File: config.mk
export PLATFORM = sky130hd
export DESIGN_NAME = dualIssueArbiter
export DESIGN_NICKNAME = d
export VERILOG_FILES = /design/src/source/issuePkg.sv /design/src/source/regUseDecoder.sv /design/src/source/issueRule.sv /design/src/source/slotSteer.sv /design/src/source/dualIssueArbiter.sv
export VERILOG_INCLUDE_DIRS = /design/src /design/src/source
export SDC_FILE = /design/constraint.sdc
export NUM_CORES = 1
export LEC_CHECK = 0
export ABC_AREA = 1
export CORE_AREA = 2 2 177 179
export DETAILED_ROUTE_END_ITERATION = 7
export DIE_AREA = 0 0 179 181
export DONT_BUFFER_PORTS = 1
export HOLD_SLACK_MARGIN = 0.1
export PLACE_DENSITY = 0.56
export SYNTH_ARGS = -nofsm -noshare
export SYNTH_HDL_FRONTEND = slang
export SYNTH_SLANG_ARGS = --single-unit
export TNS_END_PERCENT = 50
File: constraint.sdc
create_clock -name clk -period 0.96 [get_ports clk]
set_clock_uncertainty 0.05 [all_clocks]
set_input_delay 0.192 -clock clk [delete_from_list [all_inputs] [get_ports clk]]
set_output_delay 0.192 -clock clk [all_outputs]
set_load 0.1 [all_outputs]
File: src/source/issue_params.svh
`ifndef ISSUE_PARAMS_SVH
`define ISSUE_PARAMS_SVH

// ------------------------------
// field widths
`define WORD_W      32
`define GPR_W       5
`define EXC_W       5
`define LINK_REG    5'd31   // ra, written by the link forms

// ------------------------------
// major opcodes, inst[31:26]
`define OP_SPECIAL  6'h00
`define OP_REGIMM   6'h01
`define OP_J        6'h02
`define OP_JAL      6'h03
`define OP_BEQ      6'h04
`define OP_BNE      6'h05
`define OP_BLEZ     6'h06
`define OP_BGTZ     6'h07
`define OP_ADDIU    6'h09
`define OP_SLTI     6'h0a
`define OP_SLTIU    6'h0b
`define OP_ANDI     6'h0c
`define OP_ORI      6'h0d
`define OP_XORI     6'h0e
`define OP_LUI      6'h0f
`define OP_LW       6'h23
`define OP_SW       6'h2b

// ------------------------------
// SPECIAL funct codes, inst[5:0]
`define FN_SLL      6'h00
`define FN_SRL      6'h02
`define FN_SRA      6'h03
`define FN_JR       6'h08
`define FN_JALR     6'h09
`define FN_MFHI     6'h10
`define FN_MFLO     6'h12
`define FN_MULT     6'h18
`define FN_ADDU     6'h21
`define FN_SUBU     6'h23
`define FN_AND      6'h24
`define FN_OR       6'h25
`define FN_XOR      6'h26
`define FN_NOR      6'h27
`define FN_SLT      6'h2a
`define FN_SLTU     6'h2b

// REGIMM selects, inst[20:16]
`define RI_BLTZ     5'h00
`define RI_BGEZ     5'h01
`define RI_BLTZAL   5'h10
`define RI_BGEZAL   5'h11

`endif

File: src/source/issuePkg.sv
`include "issue_params.svh"

package issuePkg;

    typedef enum logic [1:0] {
        noIssue     = 2'd0,
        singleIssue = 2'd1,
        dualIssue   = 2'd2
    } issueMode_t;

    // bit 0 -> may sit in slot zero, bit 1 -> may sit in slot one
    typedef logic [1:0] slotMask_t;

    // one queue entry as handed over by fetch, 103 bits
    typedef struct packed {
        logic [`WORD_W-1:0] pc;
        logic [`WORD_W-1:0] inst;
        logic               hasExc;
        logic [`EXC_W-1:0]  excCode;
        logic               predTake;
        logic [`WORD_W-1:0] predDest;
    } fetchInfo_t;

    // register numbers are zero whenever their need bit is low
    typedef struct packed {
        logic [`GPR_W-1:0] rsNum;
        logic [`GPR_W-1:0] rtNum;
        logic [`GPR_W-1:0] wrNum;
        logic              needRs;
        logic              needRt;
        logic              needWr;
    } regUse_t;

endpackage

File: src/source/regUseDecoder.sv
`timescale 1ns/1ps
`include "issue_params.svh"

module regUseDecoder (
    input  logic [`WORD_W-1:0]   inst_i,
    output issuePkg::regUse_t    regUse_o,
    output issuePkg::slotMask_t  slotMask_o
);

    logic [5:0]        opcode;
    logic [5:0]        funct;
    logic [`GPR_W-1:0] rsField;
    logic [`GPR_W-1:0] rtField;
    logic [`GPR_W-1:0] rdField;

    logic              needRs;
    logic              needRt;
    logic              needWr;
    logic [`GPR_W-1:0] wrNum;
    logic              isBranch;   // branch or jump, slot zero only

    assign opcode  = inst_i[31:26];
    assign funct   = inst_i[5:0];
    assign rsField = inst_i[25:21];
    assign rtField = inst_i[20:16];
    assign rdField = inst_i[15:11];

    always_comb begin
        needRs   = 1'b0;
        needRt   = 1'b0;
        needWr   = 1'b0;
        wrNum    = rdField;
        isBranch = 1'b0;
        case (opcode)
            `OP_SPECIAL: begin
                case (funct)
                    `FN_ADDU, `FN_SUBU, `FN_AND, `FN_OR, `FN_XOR,
                    `FN_NOR, `FN_SLT, `FN_SLTU: begin
                        needRs = 1'b1;
                        needRt = 1'b1;
                        needWr = 1'b1;
                    end
                    `FN_SLL, `FN_SRL, `FN_SRA: begin   // shamt form, rs unused
                        needRt = 1'b1;
                        needWr = 1'b1;
                    end
                    `FN_JR: begin
                        needRs   = 1'b1;
                        isBranch = 1'b1;
                    end
                    `FN_JALR: begin
                        needRs   = 1'b1;
                        needWr   = 1'b1;
                        isBranch = 1'b1;
                    end
                    `FN_MULT: begin   // result goes to hi/lo
                        needRs = 1'b1;
                        needRt = 1'b1;
                    end
                    `FN_MFHI, `FN_MFLO: begin
                        needWr = 1'b1;
                    end
                    default: ;
                endcase
            end
            `OP_REGIMM: begin
                case (rtField)
                    `RI_BLTZ, `RI_BGEZ: begin
                        needRs   = 1'b1;
                        isBranch = 1'b1;
                    end
                    `RI_BLTZAL, `RI_BGEZAL: begin
                        needRs   = 1'b1;
                        needWr   = 1'b1;
                        wrNum    = `LINK_REG;
                        isBranch = 1'b1;
                    end
                    default: ;
                endcase
            end
            `OP_J: begin
                isBranch = 1'b1;
            end
            `OP_JAL: begin
                needWr   = 1'b1;
                wrNum    = `LINK_REG;
                isBranch = 1'b1;
            end
            `OP_BEQ, `OP_BNE: begin
                needRs   = 1'b1;
                needRt   = 1'b1;
                isBranch = 1'b1;
            end
            `OP_BLEZ, `OP_BGTZ: begin
                needRs   = 1'b1;
                isBranch = 1'b1;
            end
            `OP_ADDIU, `OP_SLTI, `OP_SLTIU, `OP_ANDI,
            `OP_ORI, `OP_XORI, `OP_LW: begin
                needRs = 1'b1;
                needWr = 1'b1;
                wrNum  = rtField;
            end
            `OP_LUI: begin
                needWr = 1'b1;
                wrNum  = rtField;
            end
            `OP_SW: begin
                needRs = 1'b1;
                needRt = 1'b1;
            end
            default: ;   // unknown, no register use
        endcase
    end

    // numbers without a need bit go out as zero
    assign regUse_o = '{
        rsNum:  needRs ? rsField : '0,
        rtNum:  needRt ? rtField : '0,
        wrNum:  needWr ? wrNum   : '0,
        needRs: needRs,
        needRt: needRt,
        needWr: needWr
    };

    assign slotMask_o = isBranch ? 2'b01 : 2'b11;

endmodule

File: src/source/issueRule.sv
`timescale 1ns/1ps

module issueRule (
    input  logic                 clk,
    input  logic                 rstN_i,
    input  logic [1:0]           supplyValid_i,
    input  issuePkg::regUse_t    regUse0_i,
    input  issuePkg::regUse_t    regUse1_i,
    input  issuePkg::slotMask_t  slotMask0_i,
    input  issuePkg::slotMask_t  slotMask1_i,
    input  logic                 hasExc0_i,
    output logic                 copySlotZero_o,
    output issuePkg::issueMode_t issueMode_o
);

    logic                 slot0Ok;
    logic                 slot1Ok;
    logic                 rawHazard;
    issuePkg::issueMode_t nextMode;

    // ------------------------------
    // slot rules
    assign slot0Ok = slotMask0_i[0] | hasExc0_i;   // excepting inst lifts slot 0 limit
    assign slot1Ok = slotMask1_i[1];

    // newer inst reads what the older one writes, r0 included
    assign rawHazard = regUse0_i.needWr &
                       ((regUse1_i.needRs & (regUse1_i.rsNum == regUse0_i.wrNum)) |
                        (regUse1_i.needRt & (regUse1_i.rtNum == regUse0_i.wrNum)));

    always_comb begin
        if (supplyValid_i[1]) begin
            if (slot0Ok && slot1Ok && !rawHazard) begin
                nextMode = issuePkg::dualIssue;
            end else begin
                nextMode = issuePkg::singleIssue;
            end
        end else if (supplyValid_i[0]) begin
            // alone it still has to wait for its delay slot
            nextMode = slotMask0_i[1] ? issuePkg::singleIssue : issuePkg::noIssue;
        end else begin
            nextMode = issuePkg::noIssue;
        end
    end

    assign copySlotZero_o = (nextMode == issuePkg::singleIssue);

    // ------------------------------
    // issue latch
    always_ff @(posedge clk or negedge rstN_i) begin
        if (!rstN_i) begin
            issueMode_o <= issuePkg::noIssue;
        end else begin
            issueMode_o <= nextMode;
        end
    end

endmodule

File: src/source/slotSteer.sv
`timescale 1ns/1ps

module slotSteer #(
    parameter type payload_t = logic
) (
    input  logic     clk,
    input  logic     rstN_i,
    input  payload_t entry0_i,
    input  payload_t entry1_i,
    input  logic     copySlotZero_i,
    output payload_t slot0_o,
    output payload_t slot1_o
);

    payload_t slot1Next;

    // single issue mirrors the older entry into slot 1
    assign slot1Next = copySlotZero_i ? entry0_i : entry1_i;

    always_ff @(posedge clk or negedge rstN_i) begin
        if (!rstN_i) begin
            slot0_o <= '0;
            slot1_o <= '0;
        end else begin
            slot0_o <= entry0_i;   // older entry always lands in slot 0
            slot1_o <= slot1Next;
        end
    end

endmodule

File: src/source/dualIssueArbiter.sv
`timescale 1ns/1ps
`include "issue_params.svh"

module dualIssueArbiter (
    input  logic                 clk,
    input  logic                 rstN_i,
    input  logic [1:0]           supplyValid_i,

    input  logic [`WORD_W-1:0]   pcEntry0_i,
    input  logic [`WORD_W-1:0]   instEntry0_i,
    input  logic                 hasExcEntry0_i,
    input  logic [`EXC_W-1:0]    excCodeEntry0_i,
    input  logic                 predTakeEntry0_i,
    input  logic [`WORD_W-1:0]   predDestEntry0_i,

    input  logic [`WORD_W-1:0]   pcEntry1_i,
    input  logic [`WORD_W-1:0]   instEntry1_i,
    input  logic                 hasExcEntry1_i,
    input  logic [`EXC_W-1:0]    excCodeEntry1_i,
    input  logic                 predTakeEntry1_i,
    input  logic [`WORD_W-1:0]   predDestEntry1_i,

    output issuePkg::issueMode_t issueMode_o,

    output logic [`WORD_W-1:0]   pcSlot0_o,
    output logic [`WORD_W-1:0]   instSlot0_o,
    output logic                 hasExcSlot0_o,
    output logic [`EXC_W-1:0]    excCodeSlot0_o,
    output logic                 predTakeSlot0_o,
    output logic [`WORD_W-1:0]   predDestSlot0_o,
    output issuePkg::regUse_t    regUseSlot0_o,

    output logic [`WORD_W-1:0]   pcSlot1_o,
    output logic [`WORD_W-1:0]   instSlot1_o,
    output logic                 hasExcSlot1_o,
    output logic [`EXC_W-1:0]    excCodeSlot1_o,
    output logic                 predTakeSlot1_o,
    output logic [`WORD_W-1:0]   predDestSlot1_o,
    output issuePkg::regUse_t    regUseSlot1_o
);

    issuePkg::fetchInfo_t entry0;
    issuePkg::fetchInfo_t entry1;
    issuePkg::fetchInfo_t slot0;
    issuePkg::fetchInfo_t slot1;
    issuePkg::regUse_t    use0;
    issuePkg::regUse_t    use1;
    issuePkg::slotMask_t  mask0;
    issuePkg::slotMask_t  mask1;
    logic                 copySlotZero;

    // ------------------------------
    // pack queue entries
    assign entry0 = '{pc: pcEntry0_i, inst: instEntry0_i, hasExc: hasExcEntry0_i,
                      excCode: excCodeEntry0_i, predTake: predTakeEntry0_i,
                      predDest: predDestEntry0_i};
    assign entry1 = '{pc: pcEntry1_i, inst: instEntry1_i, hasExc: hasExcEntry1_i,
                      excCode: excCodeEntry1_i, predTake: predTakeEntry1_i,
                      predDest: predDestEntry1_i};

    regUseDecoder decoder0 (
        .inst_i     (instEntry0_i),
        .regUse_o   (use0),
        .slotMask_o (mask0)
    );

    regUseDecoder decoder1 (
        .inst_i     (instEntry1_i),
        .regUse_o   (use1),
        .slotMask_o (mask1)
    );

    issueRule rule0 (
        .clk            (clk),
        .rstN_i         (rstN_i),
        .supplyValid_i  (supplyValid_i),
        .regUse0_i      (use0),
        .regUse1_i      (use1),
        .slotMask0_i    (mask0),
        .slotMask1_i    (mask1),
        .hasExc0_i      (hasExcEntry0_i),
        .copySlotZero_o (copySlotZero),
        .issueMode_o    (issueMode_o)
    );

    // fetch payload and register use steered by the same choice
    slotSteer #(.payload_t(issuePkg::fetchInfo_t)) fetchSteer (
        .clk            (clk),
        .rstN_i         (rstN_i),
        .entry0_i       (entry0),
        .entry1_i       (entry1),
        .copySlotZero_i (copySlotZero),
        .slot0_o        (slot0),
        .slot1_o        (slot1)
    );

    slotSteer #(.payload_t(issuePkg::regUse_t)) useSteer (
        .clk            (clk),
        .rstN_i         (rstN_i),
        .entry0_i       (use0),
        .entry1_i       (use1),
        .copySlotZero_i (copySlotZero),
        .slot0_o        (regUseSlot0_o),
        .slot1_o        (regUseSlot1_o)
    );

    // ------------------------------
    // unpack issue slots
    assign pcSlot0_o       = slot0.pc;
    assign instSlot0_o     = slot0.inst;
    assign hasExcSlot0_o   = slot0.hasExc;
    assign excCodeSlot0_o  = slot0.excCode;
    assign predTakeSlot0_o = slot0.predTake;
    assign predDestSlot0_o = slot0.predDest;

    assign pcSlot1_o       = slot1.pc;
    assign instSlot1_o     = slot1.inst;
    assign hasExcSlot1_o   = slot1.hasExc;
    assign excCodeSlot1_o  = slot1.excCode;
    assign predTakeSlot1_o = slot1.predTake;
    assign predDestSlot1_o = slot1.predDest;

endmodule

Word level (Yosys, flattened, before mapping)
Cells that the tools add are included.
{ "totals": {"regBits": 244, "in_bits": 210, "output_inout_bits": 244, "wordCells": 170} }
{ "classes": {"n_eq_ne": 71, "n_mux": 38, "bitwise_logic": 5, "reduce_logical": 31} }
{ "ops": {"columns": ["operator", "n"], "rows": [
  ["6-bit == test (second input constant)", 20],
  ["6-bit by 4-bit == test with 1-bit output (second input constant)", 18],
  ["103-bit two-way mux", 1],
  ["6-bit by 2-bit == test with 1-bit output (second input constant)", 8],
  ["6-bit by 3-bit == test with 1-bit output (second input constant)", 8],
  ["12-bit OR reduction", 4],
  ["5-bit two-way mux", 8],
  ["6-bit by 5-bit == test with 1-bit output (second input constant)", 6],
  ["5-bit one-hot mux with 3 select lines", 2],
  ["14-bit OR reduction", 2],
  ["6-bit logical NOT", 4],
  ["11-bit OR reduction", 2],
  ["5-bit == test (second input constant)", 4],
  ["18-bit two-way mux", 1],
  ["1-bit one-hot mux with 3 select lines", 6],
  ["9-bit OR reduction", 2],
  ["8-bit OR reduction", 2],
  ["1-bit two-way mux", 13],
  ["6-bit by 1-bit == test with 1-bit output (second input constant)", 2],
  ["6-bit OR reduction", 2],
  ["5-bit by 1-bit == test with 1-bit output (second input constant)", 2],
  ["5-bit == test", 2],
  ["5-bit logical NOT", 2],
  ["2-bit two-way mux", 5],
  ["other kinds (9)", 19]
]} }

Longest topological paths before layout
{ "logic_depth": {"word_depth": 15, "mapped_depth": 22} }

Cells and area by module
Synthesis repeated with hierarchy kept, for this count alone.
{ "hier_totals": {"hier_cells": 967, "area_unflattened_um2": 9345.2} }
{ "modules_own_cells": {"columns": ["mod", "instances", "cells_per_inst", "area_per_inst_um2", "seq_area_each_um2"], "rows": [
  ["slotSteer (fetchSteer)", 1, 539, 6503.7, 5154.9],
  ["regUseDecoder", 2, 137, 696.9, 0.0],
  ["slotSteer (useSteer)", 1, 94, 1161.1, 900.9],
  ["issueRule", 1, 60, 286.5, 50.0]
]} }

Worst setup path before layout
No wires, ideal clock.
{ "synth_timing": {"kind": "input-to-reg", "from": "input port instEntry1_i[31]", "to": "register useSteer.slot1_o[0] (netlist name)", "setup_time_ps": 118, "arrival_time_ps": 2001, "required_ps": 792, "setup_slack_ps": -1209, "cell_stages": 18, "path_buffers": 2, "cell_sequence": "nor2_2 -> inv_1 -> nor4_2 -> o21ai_1 -> nand2_1 -> nand2_1 -> nand3_1 -> nand2_1 -> nor2_1 -> nand3_1 -> nand2_1 -> nand2_1 -> nand2_2 -> nand2_2 -> buf_6 -> buf_6 -> nand2_1 -> nand2_1"} }
{ "synth_lines": {"columns": ["element", "line", "text"], "rows": [
  ["start, declared", "dualIssueArbiter.sv:17", "input logic [`WORD_W-1:0] instEntry1_i,"],
  ["end signal, assigned", "slotSteer.sv:26", "slot1_o <= slot1Next;"],
  ["end, declared", "slotSteer.sv:12", "output payload_t slot1_o"]
]} }

==> flow_metrics.env <==
export IMPL_pre_cts_slack_ns=-1.584
export IMPL_violations="hold timing, setup timing"
export IMPL_grt_util_all_layers_pct=24.17
export IMPL_dr_total_vias=9503
export IMPL_p_int_mw=21.30
export IMPL_drtIter0Drc=671
export IMPL_critPathArrivalTime_ns=2.36
export IMPL_setup_slack_ns=-0.9780
export IMPL_tightest_slew_ns=0.7512
export IMPL_postRouteAntennaNets=0
export IMPL_hold_violations=248
export IMPL_status="complete, but fails checks"
export IMPL_cp_end_kind="flop"
export IMPL_worstSetupStartpointType="primary input"
export IMPL_numPortBuffers=0
export IMPL_crit_required_ns=1.38
export IMPL_synthCells=980
export IMPL_ys_warn_count=0
export IMPL_gr_total_overflow=0
export IMPL_fmax_mhz=516.0
export IMPL_clockBufferDepth=3
export IMPL_drt_vias_per_instance=4.841
export IMPL_routabilityCongestion=0.8805
export IMPL_synth_nets=1190
export IMPL_post_route_min_period_ns=1.938
export IMPL_grt_max_degree=245
export IMPL_pin_count=454
export IMPL_dieArea_um2=32400
export IMPL_grt_pass1_vias=9911
export IMPL_timing_final_crit_share_pct=201.9
export IMPL_grt_pass1_wl_mm=59.53
export IMPL_crit_type="primary input to flop"
export IMPL_htreeDepth=1
export IMPL_die_x_um=179
export IMPL_synth_area_per_cell_um2=9.538
export IMPL_max_cap_violations=0
export IMPL_clkTransAtPathRegs_ns=0.06
export IMPL_floorplan_initialDensity_pct=30.80
export IMPL_synthDistinctLibCells=34
export IMPL_clockRootBuffer="clkbuf_16"
export IMPL_leakage_nw=9.359
export IMPL_synth_seq_area_share_pct=65.32
export IMPL_powerDensity_nw_per_um2=1746
export IMPL_ys_ff_latch=244
export IMPL_switching_share_pct=37.26
export IMPL_final_common_cell="nand2_1"
export IMPL_switchingPower_mw=12.65
export IMPL_ir_drop_mv=1.343
export IMPL_wl_per_cell_um=21.12
export IMPL_hold_path_class="primary input to asynchronous set/reset pin"
export IMPL_final_setup_viol_count=384
export IMPL_max_slew_margin_pct=49.92
export IMPL_mostFrequentLayoutCells="280 x nand2_1, 259 x buf_12, 208 x dlygate4sd3_1"
export IMPL_coreArea_um2=30350
export IMPL_synth_area_um2=9348
export IMPL_cts_tree="built"
export IMPL_dr_pass1_iters=5
export IMPL_fill_cells=2140
export IMPL_cts_buffers=26
export IMPL_die_h_um=181
export IMPL_drive_gt1_share_pct=38.64
export IMPL_p_clk_share_pct=29.9
export IMPL_whs_ns=-0.6992
export IMPL_nets=1753
export IMPL_drc=0
export IMPL_grt_setup_unrepaired="true"
export IMPL_totalPowerFinal_mw=33.95
export IMPL_place_hpwl_mm=26.00
export IMPL_syn2layout_area_growth_pct=108.0
export IMPL_maxSlewViolCount=0
export IMPL_pwr_share_seq_pct=34.5
export IMPL_drt_total_wl_mm=41.46
export IMPL_comb_power_share_pct=35.6
export IMPL_grt_antenna_before_repair=3
export IMPL_rows=64
export IMPL_cts_sinks=244
export IMPL_critPathMaxFanout=7
==> worst max-delay path: stages <==
cell and delay [ns]:
nor2_4 0.02, buf_12 0.13, nand3_4 0.08, nand2_4 0.06, nor2_4 0.13, nand2_2 0.08, nor2_4 0.18, nand2_4 0.13
buf_6 0.14, nand4_1 0.06, nand2_1 0.08, nor2_2 0.12, nand3_1 0.07, nand2_1 0.07, nand2_2 0.09, nand2_8 0.12
buf_12 0.13, buf_12 0.14, clkbuf_16 0.15, nand3_1 0.06, nand2_1 0.09
==> state kept, by name (all words and copies together), names as in the netlist <==
name                count
fetchSteer.slot0_o    103
fetchSteer.slot1_o    103
useSteer.slot0_o       18
useSteer.slot1_o       18
rule0.issueMode_o       2
==> routing by layer <==
layer  global-route usage [%]  vias up  wire, um
li1                         -     4259         -
met1                    27.36     4650     14840
met2                    44.28      491     21960
met3                    4.819      103      2863
met4                    9.008        0      1797
met5                        0        -         0
==> final cells by class <==
type                       count  area (um2)  share of cell area (%)
timing repair buffer         573        8282                   42.60
multi-input combinational    617        3302                   16.99
sequential                   244        6172                   31.75
clock buffer                  36       758.2                   3.900
clock inverter                12       113.9                  0.5857
antenna                        4       10.01                 0.05149
inverter                      81       306.5                   1.577
tap                          396       495.5                   2.549
==> final timing paths <==
| path | startpoint | endpoint | slack [ns] | depth (start not counted) |
|---|---|---|---|---|
| max | instEntry0_i[31] | fetchSteer.slot1_o[63] | -0.98 | 21 |
| min | rstN_i | fetchSteer.slot0_o[45] | -0.70 | 0 |
| max in group asynchronous | rstN_i | fetchSteer.slot0_o[65] | 0.87 | 0 |
| min in group clk | instEntry0_i[12] | fetchSteer.slot0_o[51] | -0.37 | 0 |
==> metrics by stage <==
step | hold slack (ns) | setup TNS, ns | utilization, % | cells | cell area, um2
after global placement | -0.1498 | -187.26 | 51.02 | 1675 | 15480
after floorplan | -0.1536 | -167.67 | - | 980 | 9480
after CTS | -0.7334 | -206.08 | 62.03 | 1944 | 18830
after detailed placement | -0.1494 | -195.68 | 51.02 | 1675 | 15480
after global routing | -0.7254 | -230.90 | 64.05 | 1962 | 19440
final | -0.6992 | -211.93 | 64.05 | 1963 | 19440
==> cell families (layout without fill, tap and decap cells) <==
kind of cell    count (synthesis)  after routing  share of synthesized area [%]
xor+xnor                        1              1                        0.09371
other cells                     0              4                              0
simple gates                  584            586                          26.62
buf+inv                       121            702                          5.889
flops                         244            244                          65.32
compound gates                 30             30                          2.075
==> power by group through the flow <==
| stage | sequential [mW] | combinational (mW) | clock, mW |
|---|---|---|---|
| after floorplan | 16.9 | 1.17 | 0 |
| after global placement | 11.8 | 10.6 | 0 |
| after detailed placement | 11.9 | 10.6 | 0 |
| after CTS | 11.7 | 11.7 | 10.4 |
| after global routing | 11.8 | 12.4 | 10.9 |
| final | 11.7 | 12.1 | 10.2 |
==> Yosys cell counts (all sizes together) <==
library cell | number | area (um2)
and3 | 1 | 6.260
nand2 | 332 | 1254
xor2 | 1 | 8.760
dfrtp | 244 | 6106
a21oi | 6 | 30.03
a31oi | 1 | 6.260
o31ai | 1 | 7.510
o21ai | 10 | 50.04
o2111ai | 1 | 8.760
o21bai | 1 | 7.510
o211ai | 6 | 45.04
a221o | 2 | 20.02
clkbuf | 15 | 56.30
nor3 | 4 | 25.02
or2 | 2 | 12.52
inv | 81 | 304.0
nand3 | 172 | 870.8
buf | 25 | 190.2
nor2 | 63 | 251.5
a21boi | 1 | 7.510
o2111a | 1 | 11.26
nand4 | 8 | 50.05
nor4 | 2 | 18.77
==> repair_timing <==
item,in CTS,in global routing
hold endpoints to repair,480,254
resized for setup,65,88
setup buffers,13,4
pin swaps,10,53
cloned,3,8
hold buffers,205,3
endpoints found under the setup margin,376,384
No activity file was read; power rests on OpenSTA's default activity.
